$ cat config.mk
export PLATFORM = sky130hd
export DESIGN_NAME = controlUnit_flat
export DESIGN_NICKNAME = d
export VERILOG_FILES = /design/src/include/wisc_defs.svh /design/src/design/wiscPkg.sv /design/src/design/ctrlIf.sv /design/src/design/controlUnit.sv /design/src/flat_wrapper.sv
export SDC_FILE = /design/constraint.sdc
export NUM_CORES = 1
export LEC_CHECK = 0
export BUFFER_PORTS_ARGS = -buffer_cell sky130_fd_sc_hd__buf_4
export CAP_MARGIN = 20
export CORE_AREA = 2 2 39 41
export DETAILED_ROUTE_END_ITERATION = 8
export DIE_AREA = 0 0 41 43
export PLACE_DENSITY = 0.75
export SYNTH_ARGS = -nofsm -noshare
export SYNTH_HDL_FRONTEND = slang
export SYNTH_SLANG_ARGS = --single-unit
$ cat constraint.sdc
create_clock -name vclk -period 0.94
set_clock_uncertainty 0.2 [all_clocks]
set_input_delay 0.141 -clock vclk [all_inputs]
set_output_delay 0.141 -clock vclk [all_outputs]
set_load 0.005 [all_outputs]
$ cat src/include/wisc_defs.svh
/*
 * sizing macros for the 16-bit core
 * data width, register count, memory depths and address widths
 */
`ifndef WISC_DEFS_SVH
`define WISC_DEFS_SVH

// datapath and instruction word
`define WISC_DATA_W 16

// register file
`define WISC_REG_N 8
`define WISC_REG_AW 3

// instruction memory, word index is pc[8:1]
`define WISC_IMEM_DEPTH 256
`define WISC_IMEM_AW 8

// data memory, word index is addr[8:1]
`define WISC_DMEM_DEPTH 256
`define WISC_DMEM_AW 8

`endif

$ cat src/design/wiscPkg.sv
/*
 * shared types of the core
 * opcode enum, instruction union and its four formats
 * alu op, operand B, destination, writeback and branch selectors
 */
package wiscPkg;

   // major opcode, instr[15:11]
   typedef enum logic [4:0] {
      opHalt  = 5'b00000,
      opJ     = 5'b00100,
      opJal   = 5'b00110,
      opAddi  = 5'b01000,
      opSubi  = 5'b01001,
      opXori  = 5'b01010,
      opAndni = 5'b01011,
      opBeqz  = 5'b01100,
      opBnez  = 5'b01101,
      opSt    = 5'b10000,
      opLd    = 5'b10001,
      opSlbi  = 5'b10010,
      opStu   = 5'b10011,
      opRoli  = 5'b10100,
      opSlli  = 5'b10101,
      opRori  = 5'b10110,
      opSrli  = 5'b10111,
      opLbi   = 5'b11000,
      opShift = 5'b11010, // rol/sll/ror/srl, func in [1:0]
      opAlu   = 5'b11011  // add/sub/xor/andn, func in [1:0]
   } opcodeT;

   typedef struct packed {
      opcodeT     opcode;
      logic [2:0] rs;
      logic [2:0] rd;
      logic [4:0] imm;
   } iFormT;

   typedef struct packed {
      opcodeT     opcode;
      logic [2:0] rs;
      logic [2:0] rt;
      logic [2:0] rd;
      logic [1:0] func;
   } rFormT;

   typedef struct packed {
      opcodeT      opcode;
      logic [10:0] disp;
   } jFormT;

   // lbi, slbi and branches
   typedef struct packed {
      opcodeT     opcode;
      logic [2:0] rs;
      logic [7:0] imm;
   } bFormT;

   typedef union packed {
      iFormT iForm;
      rFormT rForm;
      jFormT jForm;
      bFormT bForm;
   } instrU;

   typedef enum logic [3:0] {
      aluAdd, aluSub, aluXor, aluAndn, aluRol, aluSll, aluRor, aluSrl, aluPassB, aluSlbi
   } aluOpT;

   typedef enum logic [1:0] {bReg, bImm5, bImm8, bImm11} bSrcT;

   typedef enum logic [1:0] {dstRdI, dstRdR, dstRs, dstR7} regDstT;

   typedef enum logic [1:0] {wbAlu, wbMem, wbPc2} wbSelT;

   typedef enum logic [2:0] {brNone, brBeqz, brBnez, brJmp, brJmpReg} brchT;

endpackage

$ cat src/design/ctrlIf.sv
/*
 * control word from the instruction decoder
 * decoder drives it, decode stage and execute stage read their parts
 */
interface ctrlIf (
   input logic clk
);
   // consumed in decode
   logic             regWrt;  // register file write
   wiscPkg::regDstT  regDst;  // destination register select
   wiscPkg::bSrcT    bSrc;    // alu operand B source
   logic             zeroExt; // zero extend imm5/imm8
   logic             stuSel;  // store data from the rt/rd register

   // consumed in execute / memory
   wiscPkg::aluOpT   aluOp;
   wiscPkg::brchT    brch;
   logic             memWrt;
   logic             memRd;
   wiscPkg::wbSelT   wbSel;
   logic             halt;    // halt or illegal opcode

   modport decoder (
      input  clk,
      output regWrt, regDst, bSrc, zeroExt, stuSel,
      output aluOp, brch, memWrt, memRd, wbSel, halt
   );

   modport decode (input regWrt, regDst, bSrc, zeroExt, stuSel);

   modport exec (input aluOp, brch, memWrt, memRd, wbSel, halt);

endinterface

$ cat src/design/controlUnit.sv
/*
 * instruction decoder
 * maps opcode and function code to the control word
 * flags undefined opcodes on err
 */
module controlUnit (
   input  wiscPkg::instrU instr,
   ctrlIf.decoder         ctrl,
   output logic           err
);

   // arith code is func or the low opcode bits
   function automatic wiscPkg::aluOpT arithOp(input logic [1:0] code);
      case (code)
         2'b00:   return wiscPkg::aluAdd;
         2'b01:   return wiscPkg::aluSub;
         2'b10:   return wiscPkg::aluXor;
         default: return wiscPkg::aluAndn;
      endcase
   endfunction

   // shift code uses the same layout
   function automatic wiscPkg::aluOpT shiftOp(input logic [1:0] code);
      case (code)
         2'b00:   return wiscPkg::aluRol;
         2'b01:   return wiscPkg::aluSll;
         2'b10:   return wiscPkg::aluRor;
         default: return wiscPkg::aluSrl;
      endcase
   endfunction

   always_comb begin
      // quiet defaults write nothing
      ctrl.regWrt  = 1'b0;
      ctrl.regDst  = wiscPkg::dstRdI;
      ctrl.bSrc    = wiscPkg::bReg;
      ctrl.zeroExt = 1'b0;
      ctrl.stuSel  = 1'b0;
      ctrl.aluOp   = wiscPkg::aluAdd;
      ctrl.brch    = wiscPkg::brNone;
      ctrl.memWrt  = 1'b0;
      ctrl.memRd   = 1'b0;
      ctrl.wbSel   = wiscPkg::wbAlu;
      ctrl.halt    = 1'b0;
      err          = 1'b0;
      case (instr.iForm.opcode)
         wiscPkg::opHalt: ctrl.halt = 1'b1;
         wiscPkg::opAddi, wiscPkg::opSubi, wiscPkg::opXori, wiscPkg::opAndni: begin
            ctrl.regWrt  = 1'b1;
            ctrl.bSrc    = wiscPkg::bImm5;
            ctrl.zeroExt = instr.iForm.opcode[1]; // xori, andni zero extend
            ctrl.aluOp   = arithOp(instr.iForm.opcode[1:0]);
         end
         wiscPkg::opRoli, wiscPkg::opSlli, wiscPkg::opRori, wiscPkg::opSrli: begin
            ctrl.regWrt  = 1'b1;
            ctrl.bSrc    = wiscPkg::bImm5;
            ctrl.zeroExt = 1'b1;
            ctrl.aluOp   = shiftOp(instr.iForm.opcode[1:0]);
         end
         wiscPkg::opAlu, wiscPkg::opShift: begin
            ctrl.regWrt = 1'b1;
            ctrl.regDst = wiscPkg::dstRdR;
            ctrl.aluOp  = instr.rForm.opcode[0] ? arithOp(instr.rForm.func)
                                                : shiftOp(instr.rForm.func);
         end
         wiscPkg::opLbi, wiscPkg::opSlbi: begin
            ctrl.regWrt  = 1'b1;
            ctrl.regDst  = wiscPkg::dstRs;
            ctrl.bSrc    = wiscPkg::bImm8;
            ctrl.zeroExt = instr.bForm.opcode[3] ? 1'b0 : 1'b1; // slbi ors in unsigned byte
            ctrl.aluOp   = instr.bForm.opcode[3] ? wiscPkg::aluPassB : wiscPkg::aluSlbi;
         end
         wiscPkg::opSt, wiscPkg::opStu: begin
            ctrl.bSrc   = wiscPkg::bImm5;
            ctrl.memWrt = 1'b1;
            ctrl.stuSel = 1'b1;
            ctrl.regWrt = instr.iForm.opcode[1]; // stu updates rs with the address
            ctrl.regDst = wiscPkg::dstRs;
         end
         wiscPkg::opLd: begin
            ctrl.regWrt = 1'b1;
            ctrl.bSrc   = wiscPkg::bImm5;
            ctrl.memRd  = 1'b1;
            ctrl.wbSel  = wiscPkg::wbMem;
         end
         wiscPkg::opBeqz, wiscPkg::opBnez: begin
            ctrl.bSrc = wiscPkg::bImm8;
            ctrl.brch = instr.bForm.opcode[0] ? wiscPkg::brBnez : wiscPkg::brBeqz;
         end
         wiscPkg::opJ, wiscPkg::opJal: begin
            ctrl.bSrc   = wiscPkg::bImm11;
            ctrl.brch   = wiscPkg::brJmp;
            ctrl.regWrt = instr.jForm.opcode[1]; // jal links to r7
            ctrl.regDst = wiscPkg::dstR7;
            ctrl.wbSel  = wiscPkg::wbPc2;
         end
         default: begin
            err       = 1'b1; // undefined opcode stops the core
            ctrl.halt = 1'b1;
         end
      endcase
   end

   // a load and a store never share one instruction
   assert property (@(posedge ctrl.clk) !(ctrl.memWrt && ctrl.memRd));

endmodule

$ cat src/flat_wrapper.sv
// flat-port wrapper written by rule: the top's interface ports become plain ports
module controlUnit_flat 
  (instr, err, clk, ctrl_regWrt, ctrl_regDst, ctrl_bSrc, ctrl_zeroExt, ctrl_stuSel, ctrl_aluOp, ctrl_brch, ctrl_memWrt, ctrl_memRd, ctrl_wbSel, ctrl_halt);
  ctrlIf ctrl_i (.clk(clk));
  input  wiscPkg::instrU instr;
  output logic err;
  input wire logic clk;
  output wire logic [$bits(ctrl_i.regWrt)-1:0] ctrl_regWrt;
  output wire logic [$bits(ctrl_i.regDst)-1:0] ctrl_regDst;
  output wire logic [$bits(ctrl_i.bSrc)-1:0] ctrl_bSrc;
  output wire logic [$bits(ctrl_i.zeroExt)-1:0] ctrl_zeroExt;
  output wire logic [$bits(ctrl_i.stuSel)-1:0] ctrl_stuSel;
  output wire logic [$bits(ctrl_i.aluOp)-1:0] ctrl_aluOp;
  output wire logic [$bits(ctrl_i.brch)-1:0] ctrl_brch;
  output wire logic [$bits(ctrl_i.memWrt)-1:0] ctrl_memWrt;
  output wire logic [$bits(ctrl_i.memRd)-1:0] ctrl_memRd;
  output wire logic [$bits(ctrl_i.wbSel)-1:0] ctrl_wbSel;
  output wire logic [$bits(ctrl_i.halt)-1:0] ctrl_halt;
  assign ctrl_regWrt = ctrl_i.regWrt;
  assign ctrl_regDst = ctrl_i.regDst;
  assign ctrl_bSrc = ctrl_i.bSrc;
  assign ctrl_zeroExt = ctrl_i.zeroExt;
  assign ctrl_stuSel = ctrl_i.stuSel;
  assign ctrl_aluOp = ctrl_i.aluOp;
  assign ctrl_brch = ctrl_i.brch;
  assign ctrl_memWrt = ctrl_i.memWrt;
  assign ctrl_memRd = ctrl_i.memRd;
  assign ctrl_wbSel = ctrl_i.wbSel;
  assign ctrl_halt = ctrl_i.halt;
  controlUnit u_core (.instr(instr), .ctrl(ctrl_i), .err(err));
endmodule
==> Word-level counts from Yosys, hierarchy flattened <==
Index checks and enable logic that the tools add are counted.
{ "classes": {"eq_ne": 23, "muxes": 19, "n_reduce_logical": 17} }
{ "ops": {"columns": ["op", "count"], "rows": [
  ["equality test 5 bit (second input constant)", 11],
  ["one-hot mux 2 bit (3 select lines)", 6],
  ["equality test 5 x 4 -> 1 bit (second input constant)", 6],
  ["OR reduction 20 bit", 1],
  ["OR reduction 4 bit", 5],
  ["OR reduction 19 bit", 1],
  ["one-hot mux 4 bit (4 select lines)", 1],
  ["OR reduction 13 bit", 1],
  ["OR reduction 11 bit", 1],
  ["equality test 5 x 3 -> 1 bit (second input constant)", 2],
  ["OR reduction 2 bit", 5],
  ["two-way mux 1 bit", 6],
  ["one-hot mux 3 bit (2 select lines)", 1],
  ["logical NOT 5 bit", 1],
  ["equality test 2 x 1 -> 1 bit (second input constant)", 2],
  ["equality test 2 bit (second input constant)", 2],
  ["logical NOT 2 bit", 2],
  ["one-hot mux 2 bit (2 select lines)", 1],
  ["two-way mux 3 bit", 1],
  ["one-hot mux 1 bit (3 select lines)", 1],
  ["two-way mux 2 bit", 1],
  ["one-hot mux 1 bit (2 select lines)", 1]
]} }
{ "totals": {"ff_bits": 0, "input_bits": 17, "output_inout_bits": 20, "word_cells": 59} }

==> Depth between registers and ports, before layout <==
Gate-level depths: netlist of the first run.
{ "logic_depth": {"word_depth": 4, "depth_mapped": 4, "ltp_nobuf": 3} }

==> Least setup slack after synthesis of the first run <==
Ideal clock, no wire load.
{ "synth_path": {"path_kind": "in2out", "from": "input instr[11] (netlist bit)", "to": "output ctrl_stuSel", "arrival_ns": 0.783, "t_required_ns": 0.599, "path_slack_ns": -0.184, "stages": 4, "n_path_buf": 2, "path_cell_list": "buf_6 -> xor2_1 -> nor3_1 -> buf_4"} }
{ "synth_between": {"elab_chain_len": 3, "word_cells_on_any_way": 4, "cone_classes": "eq/ne: 2; mux: 1; reduce/logical: 1"} }
{ "synth_lines": {"columns": ["item", "line_no", "text"], "rows": [
  ["start: declaration", "flat_wrapper.sv:5", "input wiscPkg::instrU instr;"],
  ["equality test 5 bit", null, null],
  ["OR reduction 2 bit (*)", null, null],
  ["two-way mux 1 bit (*)", null, null],
  ["end: declaration", "flat_wrapper.sv:12", "output wire logic [$bits(ctrl_i.stuSel)-1:0] ctrl_stuSel;"]
]} }
Mark *: on every way between the ends. The rest lies on a longest branch, timed or not.

==> Worst setup path in the final report of the first run <==
{ "layout_path": {"from": "input instr[15] (netlist bit)", "to": "output ctrl_bSrc[1]"} }
{ "layout_between": {"elab_chain_len": 3, "word_cells_on_any_way": 21, "cone_classes": "eq/ne: 17; mux: 1; reduce/logical: 3"} }
{ "layout_lines": {"columns": ["item", "line_no", "text"], "rows": [
  ["equality test 5 bit, or another cell as far along", "controlUnit.sv:46", "case (instr.iForm.opcode)"],
  ["OR reduction 11 bit (no line), or another cell as far along", null, null],
  ["one-hot mux 2 bit (3 select lines) (*)", "controlUnit.sv:46", null],
  ["end: declaration", "flat_wrapper.sv:10", "output wire logic [$bits(ctrl_i.bSrc)-1:0] ctrl_bSrc;"]
]} }
Marks and branches as above.

==> impl_summary.md, run 1 <==
Status
The run finished, with violations left. The final reports fail on setup timing.

Power
The internal portion of total power is 0.000278 W. The switching fraction of total power is 40.4%. The analysis attributes to cell leakage a power of 0.481 nW. The sequential cell fraction of total power is 0%.

Of the total power, the clock network draws 0%. Combinational logic burns 100.0% of the power. The areal power density over the cells is 472 nW/µm². IR analysis of the VDD net gives a maximum drop of 0.201 mV.

Summed over all nets, the switching power comes to 0.000189 W.

Logic synthesis
The mux share of post-synthesis cell area is 6.59%. The fraction of the mapped netlist area in compound gates is 36.3%. After synthesis, the cell types taking the most area are sky130_fd_sc_hd__buf_6 12%, sky130_fd_sc_hd__nand2b_1 6.9%, sky130_fd_sc_hd__a21oi_1 6.6%, sky130_fd_sc_hd__mux2i_1 6.6%, sky130_fd_sc_hd__o21a_1 4.9%.

The synthesized area per cell is 7.23 µm². The number of nets in the synthesized netlist is 80. In the synthesized netlist, the number of instances is 63.

The post-synthesis sequential area ratio is 0%. The synthesized netlist devotes 33.5% of its cell area to simple gates. Of the total synthesized cell area, the portion taken by XOR and XNOR cells is 3.85%.

Of the total synthesized cell area, the portion taken by full adders, half adders and majority gates is 0%. Summed over its instances, the top area cell type makes up 12.4% of the synthesized netlist area. The number of warnings reported in the yosys synthesis log is 0. The post-synthesis instance area is 455 µm². The top cell type by total area after synthesis is sky130_fd_sc_hd__buf_6. The number of different library cells used by synthesis comes to 34. The main combinational cell family by area after synthesis is compound AO/OA/AOI/OAI gates.

Place
The count of buffers added on input and output ports is 26. The placed wire-length estimate after detailed placement is 1090 µm. After detailed placement, the design holds a cell count of 109. At the placement stage, the worst setup path has a slack of -391 ps. The final weighted congestion of routability-driven global placement is 0.876.

Worst setup path
For this design, the slowest cell found on the critical path is sky130_fd_sc_hd__and2b_2. The critical path goes through buf_12 -> and2b_2 -> a21oi_1 -> o32ai_2 -> buf_4. Of all nets on the critical path, the largest fanout is 8.

The start-to-end type of the worst setup path is input pin to primary output. The peak per-stage delay on the critical path is 240 ps. Data on the critical path arrives at its endpoint at 890 ps. The data required time at the worst endpoint is 600 ps. The number of buffers and inverters on the critical path is 2. The worst setup path is captured at a primary output.

Among cell families on the critical path, the largest total delay comes from compound AO/OA/AOI/OAI gates. The critical path launch point type is an input pin.

Global route
The wire length of the first global-routing pass is 2790 µm. Across every metal layer, demand over resource in global routing totals 22.4%. The pin count of the biggest net entering global routing is 13. The number of antenna violations at the first check in global routing is 0. The number of global-route vias before repair was 594. The sum of overflow across all layers after global routing is 0.

Detailed routing
The count of unresolved DRC violations after routing is 0. The number of detailed-routing iterations run before antenna repair is 4. The final layout contains routed wiring with a total length of 1850 µm.

The post-detailed-route via-to-cell ratio is 5.29. The final route contains 619 vias. The wire length per cell is 15.8 µm. Once detail routing completed, the nets flagged for antenna violations numbered 0. The first routing iteration left 9 violations.

Worst hold path
The worst hold path belongs to the class input pin to primary output.

Timing
The total count of hold-check failures in the final report came to 0. Setup repair after global routing could not meet its margin everywhere. Counting I/O delays and the setup requirement, the final critical path takes 1230 ps. The number of pins exceeding their max-slew limit in the final report is 0. The worst path uses 131% of the clock period. Setup violations remaining at the end of the flow were counted as 19. The worst hold slack is 411 ps. The top achievable clock speed is 812 MHz. The slack of the critical path is -291 ps.

Floorplanning
For this design the top-level I/O count stands at 37. The standard cell core area is 1380 µm². The floorplan step set the die width to 41 µm. The die is 43 µm tall.

The floorplan has 14 rows. The die outline area is 1760 µm². Once the floorplan was initialized, standard cells occupied 32.9% of the core.

Finish
The number of clock buffers in the layout is 0. The count of fill cells added during filler insertion is 88. The layout overhead on the synthesized area is 117%. The sequential cell count of the final layout is 0. The final layout contains 120 nets. The final cell count without fillers is 117.

The number of antenna diodes is 0. Summing all flip-flop and latch instances after layout gives 0 µm². The share of post-route cells with drive strength above 1 is 70.3%.

Clock network
The total of hold buffers inserted after clock tree synthesis is 0.

Run
The count of maximum capacitance violations is 0.
layout by cell type (no fill, tap or decap), types with 2 or more instances in the layout:
master                     count
sky130_fd_sc_hd__inv_2         2
sky130_fd_sc_hd__a21oi_2       4
sky130_fd_sc_hd__buf_4        32
sky130_fd_sc_hd__nand3_1       2
sky130_fd_sc_hd__o21ai_1       2
sky130_fd_sc_hd__and4_1        2
sky130_fd_sc_hd__buf_6         3
sky130_fd_sc_hd__buf_8         2
sky130_fd_sc_hd__o21a_1        3
sky130_fd_sc_hd__buf_12        5
sky130_fd_sc_hd__nand2b_4      4
sky130_fd_sc_hd__a21oi_1       2
sky130_fd_sc_hd__inv_4         2
sky130_fd_sc_hd__xor2_1        2
sky130_fd_sc_hd__mux2i_1       3
sky130_fd_sc_hd__and2b_2       2
cells by family after synthesis:
kind of cell              after synthesis
AOI/OAI and AO/OA                      23
and+or+nand+nor                        23
buffers and inverters                  11
muxes                                   3
xor gates and xnor gates                2
other                                   1
power groups by stage:
stage               clock network, W  logic [W]  registers, W
finish                             0   0.000467             0
global route                       0   0.000499             0
CTS                                0   0.000429             0
detailed placement                 0   0.000322             0
global placement                   0   0.000317             0
floorplan                          0   0.000181             0
Yosys cell counts (2+ instances only):
| cell | n |
|---|---|
| sky130_fd_sc_hd__buf_4 | 2 |
| sky130_fd_sc_hd__o21ai_1 | 3 |
| sky130_fd_sc_hd__and2b_1 | 2 |
| sky130_fd_sc_hd__and2_1 | 2 |
| sky130_fd_sc_hd__nor2_1 | 2 |
| sky130_fd_sc_hd__o32ai_1 | 2 |
| sky130_fd_sc_hd__buf_6 | 5 |
| sky130_fd_sc_hd__mux2i_1 | 3 |
| sky130_fd_sc_hd__xor2_1 | 2 |
| sky130_fd_sc_hd__nand2b_1 | 5 |
| sky130_fd_sc_hd__a21oi_1 | 6 |
| sky130_fd_sc_hd__and4_1 | 2 |
| sky130_fd_sc_hd__o21a_1 | 3 |
| sky130_fd_sc_hd__nand3_1 | 2 |
| sky130_fd_sc_hd__inv_2 | 3 |
final timing paths:
check / start / endpoint / cells past startpoint
min: instr[15] / ctrl_aluOp[3] / 3
max: instr[15] / ctrl_bSrc[1] / 5
what timing repair did:
item / 4_1_cts / 5_1_grt
endpoints found under the setup margin: 19 / 19
buffers inserted: 4 / 1
pin swaps: 14 / 9
gates resized for setup: 31 / 8
cloned: 2 / 1
hold endpoints to repair: 0 / 0
routing by layer:
layer	up-vias	track usage, %	share of wire [%]
li1	314	-	-
met1	290	28.3	42
met2	15	41.9	55
met3	0	0.524	3.5
met4	0	0	0
met5	-	0	0
through the flow:
stage | util, % | setup TNS, ps | cell area (µm²) | total power, W
after global placement | 51.5 | -5190 | 713 | 0.000317
after detailed placement | 51.5 | -5340 | 713 | 0.000322
after floorplan | - | -311 | 478 | 0.000181
after CTS | 67.0 | -4370 | 927 | 0.000429
after global routing | 71.4 | -5130 | 988 | 0.000499
final | 71.4 | -4340 | 988 | 0.000467
worst min-delay path, cell delays in order:
cell and delay, ps:
sky130_fd_sc_hd__buf_12 90, sky130_fd_sc_hd__and3_1 130, sky130_fd_sc_hd__buf_4 100
cell type report:
| type | instances | area, µm² | area share (%) |
|---|---|---|---|
| Timing Repair Buffer | 45 | 489 | 49.5 |
| Inverter | 4 | 20.0 | 2.03 |
| Tap cell | 16 | 20.0 | 2.03 |
| Multi-Input combinational cell | 52 | 459 | 46.5 |
No activity file was read; power rests on OpenSTA's default activity.
==> inputs of run 2 (changes only) <==
GPL_TIMING_DRIVEN = 0   (was not set)
==> run 2 against run 1 <==
  * The flow still finishes with violations (setup timing)
  * Final cell count up 6.8%
  * Non-clock buffer count increased by 8
  * Wire length is 41% higher
  * Largest cell class unchanged
  * Largest power group unchanged
==> impl_summary.md, run 2 (synthesized netlist as in run 1, its figures left out) <==
Status
The flow ran to the end, but the final reports show violations. The final reports fail on setup timing.

Worst hold path
The number of instances on the worst hold path came to 4 (+1). The worst hold path startpoint is instr[14]. The path type of the worst min-delay path is input pin to primary output. The worst hold path terminates at ctrl_bSrc[1].

Finish
Leaving out fill and tap cells, the most frequent cell in the layout is sky130_fd_sc_hd__buf_4. The share of post-route cells with drive strength above 1 is 76.1% (+5.8 points). The sequential cell area is 0 µm² (unchanged). The final cell count without fillers is 125 (+6.8%). The total number of nets in the final design is 128 (+6.7%). The sequential cell count of the final layout is 0 (unchanged). Relative to the synthesized area, the layout overhead comes to 149%. The number of antenna diodes is 0 (unchanged). Leaving out fill and tap cells, the most frequent cells in the layout are 29 x sky130_fd_sc_hd__buf_4, 10 x sky130_fd_sc_hd__buf_6, 6 x sky130_fd_sc_hd__buf_12, 4 x sky130_fd_sc_hd__buf_8, 4 x sky130_fd_sc_hd__nand2b_4. The number of clock buffers in the layout is 0 (unchanged).

Detailed routing
The number of nets with antenna violations after routing was 0 (unchanged). The count of unresolved DRC violations after routing is 0 (unchanged). The routed wire length came to 2600 µm (+41%). The wire length per cell is 20.8 µm (+32%). The number of detailed-routing iterations run before antenna repair is 4 (unchanged). The post-detailed-route via-to-cell ratio is 5.62 (+6.3%). The total via count in the routed design is 703 (+14%). The violation count after the first detailed-routing iteration is 5 (-4).

Worst setup path
STA classifies the critical path endpoint as a primary output. The critical path launch point type is an input pin. The slowest stage of the critical path is the sky130_fd_sc_hd__o32ai_1 cell. The data required time at the worst endpoint is 600 ps (about the same). The largest fanout of any net on the critical path is 6 (-2). The number of buffers and inverters on the critical path is 2 (unchanged).

The peak per-stage delay on the critical path is 260 ps (+20 ps). The start-to-end type of the worst setup path is input pin to primary output. The worst path arrival time came to 1020 ps (+130 ps). The family of cells with the greatest summed delay on the critical path is compound AO/OA/AOI/OAI gates. The critical path goes through buf_12 -> and2b_1 -> a21oi_1 -> o32ai_1 -> buf_4.

Timing
Setup repair after global routing could not meet its margin everywhere. The top achievable clock speed is 737 MHz (-9.3%). The portion of the clock cycle consumed by the worst path in the final layout is 144% (+13 points). The time the worst path needs with I/O delays and setup was 1360 ps (+126 ps). The slack of the critical path was -417 ps (-126 ps). The number of pins exceeding their max-slew limit in the final report is 0 (unchanged). The setup-violating endpoint count in the final report came to 19 (unchanged).

The total count of hold-check failures in the final report is 0 (unchanged).

Global route
The wire length of the first global-routing pass is 2900 µm (+4.0%). The number of antenna violations at the first check in global routing came to 0 (unchanged). The sum of overflow across all layers after global routing is 0 (unchanged).

The pin count of the biggest net entering global routing is 11 (-2). The number of global-route vias before repair is 613 (+3.2%). The overall global routing resource usage is 22.9% (+0.45 points).

Floorplanning
The vertical extent of the die is 43 µm (unchanged). The die outline area is 1760 µm² (unchanged). The standard cell core area is 1380 µm² (unchanged). The count of pins on the block boundary is 37 (unchanged). The number of core rows is 14 (unchanged). The initial core utilization is 32.9% (unchanged). The width of the chip came to 41 µm (unchanged).

Place
The placed wire-length estimate after detailed placement was 979 µm (-10%). The number of cells after detailed placement is 105 (-3.7%). The setup slack after placement is -377 ps (+13.8 ps). The number of buffer cells added on primary ports is 26 (unchanged). The final weighted congestion of routability-driven global placement was 0.848 (-3.2%).

Clock network
The total of hold buffers inserted after clock tree synthesis is 0 (unchanged).

Power
The areal power density over the cells came to 490 nW/µm² (+3.9%). The overall power of the completed layout is 0.000556 W (+19%). The static power due to leakage is 0.546 nW (+14%). The worst ir drop on vdd is 0.261 mV (+30%).

Run
The count of maximum capacitance violations is 0 (unchanged).
[run 2: changes by cell type in the layout (fill, tap and decap cells not counted), moves of 2 or more]
| cell | before | now |
|---|---|---|
| sky130_fd_sc_hd__buf_6 | 3 | 10 |
| sky130_fd_sc_hd__buf_4 | 32 | 29 |
| sky130_fd_sc_hd__buf_8 | 2 | 4 |
| sky130_fd_sc_hd__inv_4 | 2 | 0 |
[run 2: routing by layer]
layer,track usage (%),part of all wire (%)
met3,2.09,4.6
met4,2.67,1.5
met2,38.8,54
met5,0,0
met1,30.7,40
[run 2: worst max path at each step]
stage               startpoint       endpoint  slack (ps)  depth (start not counted)
detailed placement   instr[12]  ctrl_aluOp[0]        -380                          6
global route         instr[13]   ctrl_bSrc[1]        -430                          5
CTS                  instr[12]    ctrl_stuSel        -330                          6
floorplan            instr[11]    ctrl_stuSel        -100                          4
finish               instr[13]   ctrl_bSrc[1]        -420                          5
global placement     instr[12]  ctrl_aluOp[0]        -360                          6
[run 2: where the power goes]
| part | switching (W) | internal [W] |
|---|---|---|
| registers | 0 | 0 |
| logic | 0.000235 | 0.000321 |
| clock network | 0 | 0 |
| total | 0.000235 | 0.000321 |
[run 2: through the flow]
step / setup TNS [ps] / area (µm²) / utilization (%) / hold WS [ps]
after CTS: -4680 / 985 / 71.2 / 435
after global routing: -6090 / 1130 / 82.0 / 467
after global placement: -5240 / 693 / 50.1 / 451
final: -5560 / 1130 / 82.0 / 457
after floorplan: -311 / 478 / - / 199
after detailed placement: -5290 / 693 / 50.1 / 455
[run 2: final cells by class]
cell class,instances,area [µm²]
timing repair buffer,46,504
multi-input combinational,52,492
fill,77,249
buffer,7,91.3
inverter,4,27.5
tap,16,20.0
[run 2: what timing repair did]
action | CTS | global route
pin swaps | 12 | 14
gates resized for setup | 35 | 21
setup buffers | 11 | 7
endpoints found under the setup margin | 19 | 19
cloned | 2 | 1
[run 2: worst min-delay path: cells and delay by family]
kind | cells | cell delay (ps)
compound gates | 1 | 70
simple gates | 1 | 60
buf+inv | 2 | 250
==> inputs of run 3 (changes only) <==
ABC_AREA = 1   (was not set)
PLACE_DENSITY = 0.69   (was 0.75)
==> run 3 against run 2 <==
  * The run still ends with setup timing left
  * First-iteration DRC count increased by 140%
  * Synthesized cell count increased by 29%
  * Setup slack improved by 56 ps
  * Synthesized area down 16%
  * Fmax rose by 4.3%
  * Hold slack worse by 100 ps
  * Via count decreased by 12%
  * Count of clock-buffer cells in the layout did not move
  * Sequential share of layout area unchanged
  * Flip-flop and latch count stayed put
  * Combinational power is 34% lower
  * Critical path type unchanged
  * Critical endpoint is now ctrl_halt
  * Largest power group unchanged
==> impl_summary.md, run 3 <==
Status
The run finished, with violations left. The checks that failed: setup timing.

Finish
The layout overhead on the synthesized area is 119%. The most common library cell in the layout ignoring fill and taps is sky130_fd_sc_hd__buf_4. Leaving out fill and tap cells, the most frequent cells in the layout are 22 x sky130_fd_sc_hd__buf_4, 17 x sky130_fd_sc_hd__nand2_1, 10 x sky130_fd_sc_hd__nand3_1, 8 x sky130_fd_sc_hd__nor2_1. The number of antenna diodes came to 0 (unchanged). The sequential cell area is 0 µm² (unchanged). The sequential cell count of the final layout is 0 (unchanged). The share of post-route cells with drive strength above 1 is 61.3% (-15 points). The number of clock buffers in the layout is 0 (unchanged). The total number of nets in the final design is 130 (+1.6%).

Power
The overall power of the completed layout is 0.000367 W (-34%). The static power due to leakage was 0.468 nW (-14%). The worst ir drop on vdd is 0.213 mV (-18%). The areal power density over the cells was 437 nW/µm² (-11%).

Logic synthesis
The mux share of post-synthesis cell area is 0% (-6.6 points). By area, the combinational part of the netlist is dominated by simple AND/OR/NAND/NOR gates. The synthesized area per cell is 4.73 µm² (-35%). The area share of the largest cell type after synthesis came to 23.5% (+11 points). The adder-cell share of the synthesized area is 0% (unchanged). The fraction of the mapped netlist area in compound gates came to 5.56% (-31 points). The area share of and/or/nand/nor cells after synthesis came to 77.5% (+44 points). Ranked by total cell area, the synthesized netlist is headed by sky130_fd_sc_hd__nand2_1 24%, sky130_fd_sc_hd__nand3_1 17%, sky130_fd_sc_hd__nor2_1 16%, sky130_fd_sc_hd__inv_1 7.8%, sky130_fd_sc_hd__buf_4 5.9%. The number of warnings reported in the yosys synthesis log was 0 (unchanged). The number of instances in the synthesized netlist was 81 (+29%).

sky130_fd_sc_hd__nand2_1 takes more of the synthesized area than any other cell. The post-synthesis instance area is 383 µm² (-16%). The post-synthesis sequential area ratio was 0% (unchanged). Counting instances in the post-synthesis netlist gives the leading cell types as 24 x sky130_fd_sc_hd__nand2_1, 16 x sky130_fd_sc_hd__nor2_1, 13 x sky130_fd_sc_hd__nand3_1.

The net count of the mapped netlist came to 98 (+23%). The count of different cell masters after synthesis is 16 (-53%). Among all cell types in the netlist, the one instantiated most often is sky130_fd_sc_hd__nand2_1.

The post-synthesis xor/xnor area fraction is 0% (-3.8 points).

Timing
The time the worst path needs with I/O delays and setup came to 1300 ps (-56.1 ps). The top achievable clock speed is 769 MHz (+4.3%). The number of pins exceeding their max-slew limit in the final report is 0 (unchanged). The total count of hold-check failures in the final report is 0 (unchanged).

The worst hold slack is 357 ps (-100 ps). The portion of the clock cycle consumed by the worst path in the final layout is 138% (-6.0 points). The slack of the critical path is -361 ps (+56.1 ps). Setup repair after global routing could not meet its margin everywhere.

The setup-violating endpoint count in the final report came to 19 (unchanged).

Detailed routing
The post-detailed-route via-to-cell ratio came to 4.87 (-13%). The violation count after the first detailed-routing iteration is 12 (+7). The wire length per cell is 10.5 µm (-49%). The number of detailed-routing iterations run before antenna repair is 4 (unchanged). The count of unresolved DRC violations after routing is 0 (unchanged). The number of nets with antenna violations after routing is 0 (unchanged). The total via count in the routed design is 618 (-12%). The routed wire length is 1340 µm (-49%).

Global route
The overall global routing resource usage is 15.2% (-7.7 points). The wire length of the first global-routing pass was 1970 µm (-32%). The number of global-route vias before repair is 499 (-19%).

The pin count of the biggest net entering global routing is 11 (unchanged). The number of antenna violations at the first check in global routing is 0 (unchanged). The sum of overflow across all layers after global routing is 0 (unchanged).

Worst setup path
The worst path arrival time was 960 ps (-60 ps). The data required time at the worst endpoint was 600 ps (about the same). The critical path is of the input pin to primary output type.

The worst setup path is launched from an input pin. The largest fanout of any net on the critical path is 5 (-1). The worst setup path is captured at a primary output.

Clock network
The total of hold buffers inserted after clock tree synthesis is 0 (unchanged).

Place
The placed wire-length estimate after detailed placement came to 980 µm (about the same). The final weighted congestion of routability-driven global placement is 0.854 (+0.68%). The number of buffer cells added on primary ports is 24 (-7.7%).

Worst hold path
The path type of the worst min-delay path is input pin to primary output.

Floorplanning
The die outline area is 1760 µm² (unchanged). The standard cell core area came to 1380 µm² (unchanged). The vertical extent of the die is 43 µm (unchanged). The count of pins on the block boundary was 37 (unchanged). The number of core rows is 14 (unchanged).

The initial core utilization is 27.7% (-5.2 points). The width of the chip came to 41 µm (unchanged).

Run
The count of maximum capacitance violations is 0 (unchanged).
==> run 3: metrics by stage <==
step / area, µm² / cells / setup TNS, ps / setup WS [ps] / utilization [%]
2_1_floorplan: 432 / 81 / -1010 / -210 / -
3_3_place_gp: 632 / 121 / -6040 / -498 / 45.7
5_1_grt: 840 / 127 / -5460 / -425 / 60.7
4_1_cts: 728 / 126 / -4520 / -348 / 52.6
3_5_place_dp: 632 / 121 / -6170 / -503 / 45.7
6_report: 840 / 127 / -4540 / -361 / 60.7
==> run 3: logic make-up after synthesis <==
group                  count (synthesis)
AO/OA/AOI/OAI                          3
AND/OR/NAND/NOR                       64
buffers and inverters                 13
other                                  1
==> run 3: worst paths after layout <==
path              startpoint             to  cells after the start
setup / recovery   instr[14]      ctrl_halt                      8
hold / removal      instr[0]  ctrl_aluOp[0]                      4
==> run 3: critical path, cell delays in order <==
cell and delay [ps]:
sky130_fd_sc_hd__buf_12 110, sky130_fd_sc_hd__nor2_4 160, sky130_fd_sc_hd__nand3_2 170, sky130_fd_sc_hd__nand2_4 120, sky130_fd_sc_hd__nor2_4 50, sky130_fd_sc_hd__nand2_1 50, sky130_fd_sc_hd__nor2_1 40, sky130_fd_sc_hd__buf_4 120
==> run 3: power breakdown <==
part	switching (W)	internal [W]
Clock	0	0
Combinational	0.000174	0.000193
Sequential	0	0
Total	0.000174	0.000193
==> run 3: area by class of cell <==
cell class	count	area (µm²)
repair buffers	30	285
multi-input cells	68	422
fillers	119	544
inverters	9	53.8
plain buffers	4	58.8
well taps	16	20.0
==> run 3: layer usage <==
metal,GRT usage [%],part of all wire (%),vias up
met4,4.67,1.4,0
met3,0,5.0,2
met5,0,0,-
met1,19.6,40,273
li1,-,-,323
met2,25.9,54,20
==> run 3: what timing repair did <==
item	in CTS	in global routing
setup endpoints to repair	19	19
pin swaps	15	7
resized for setup	20	27
setup buffers	5	1
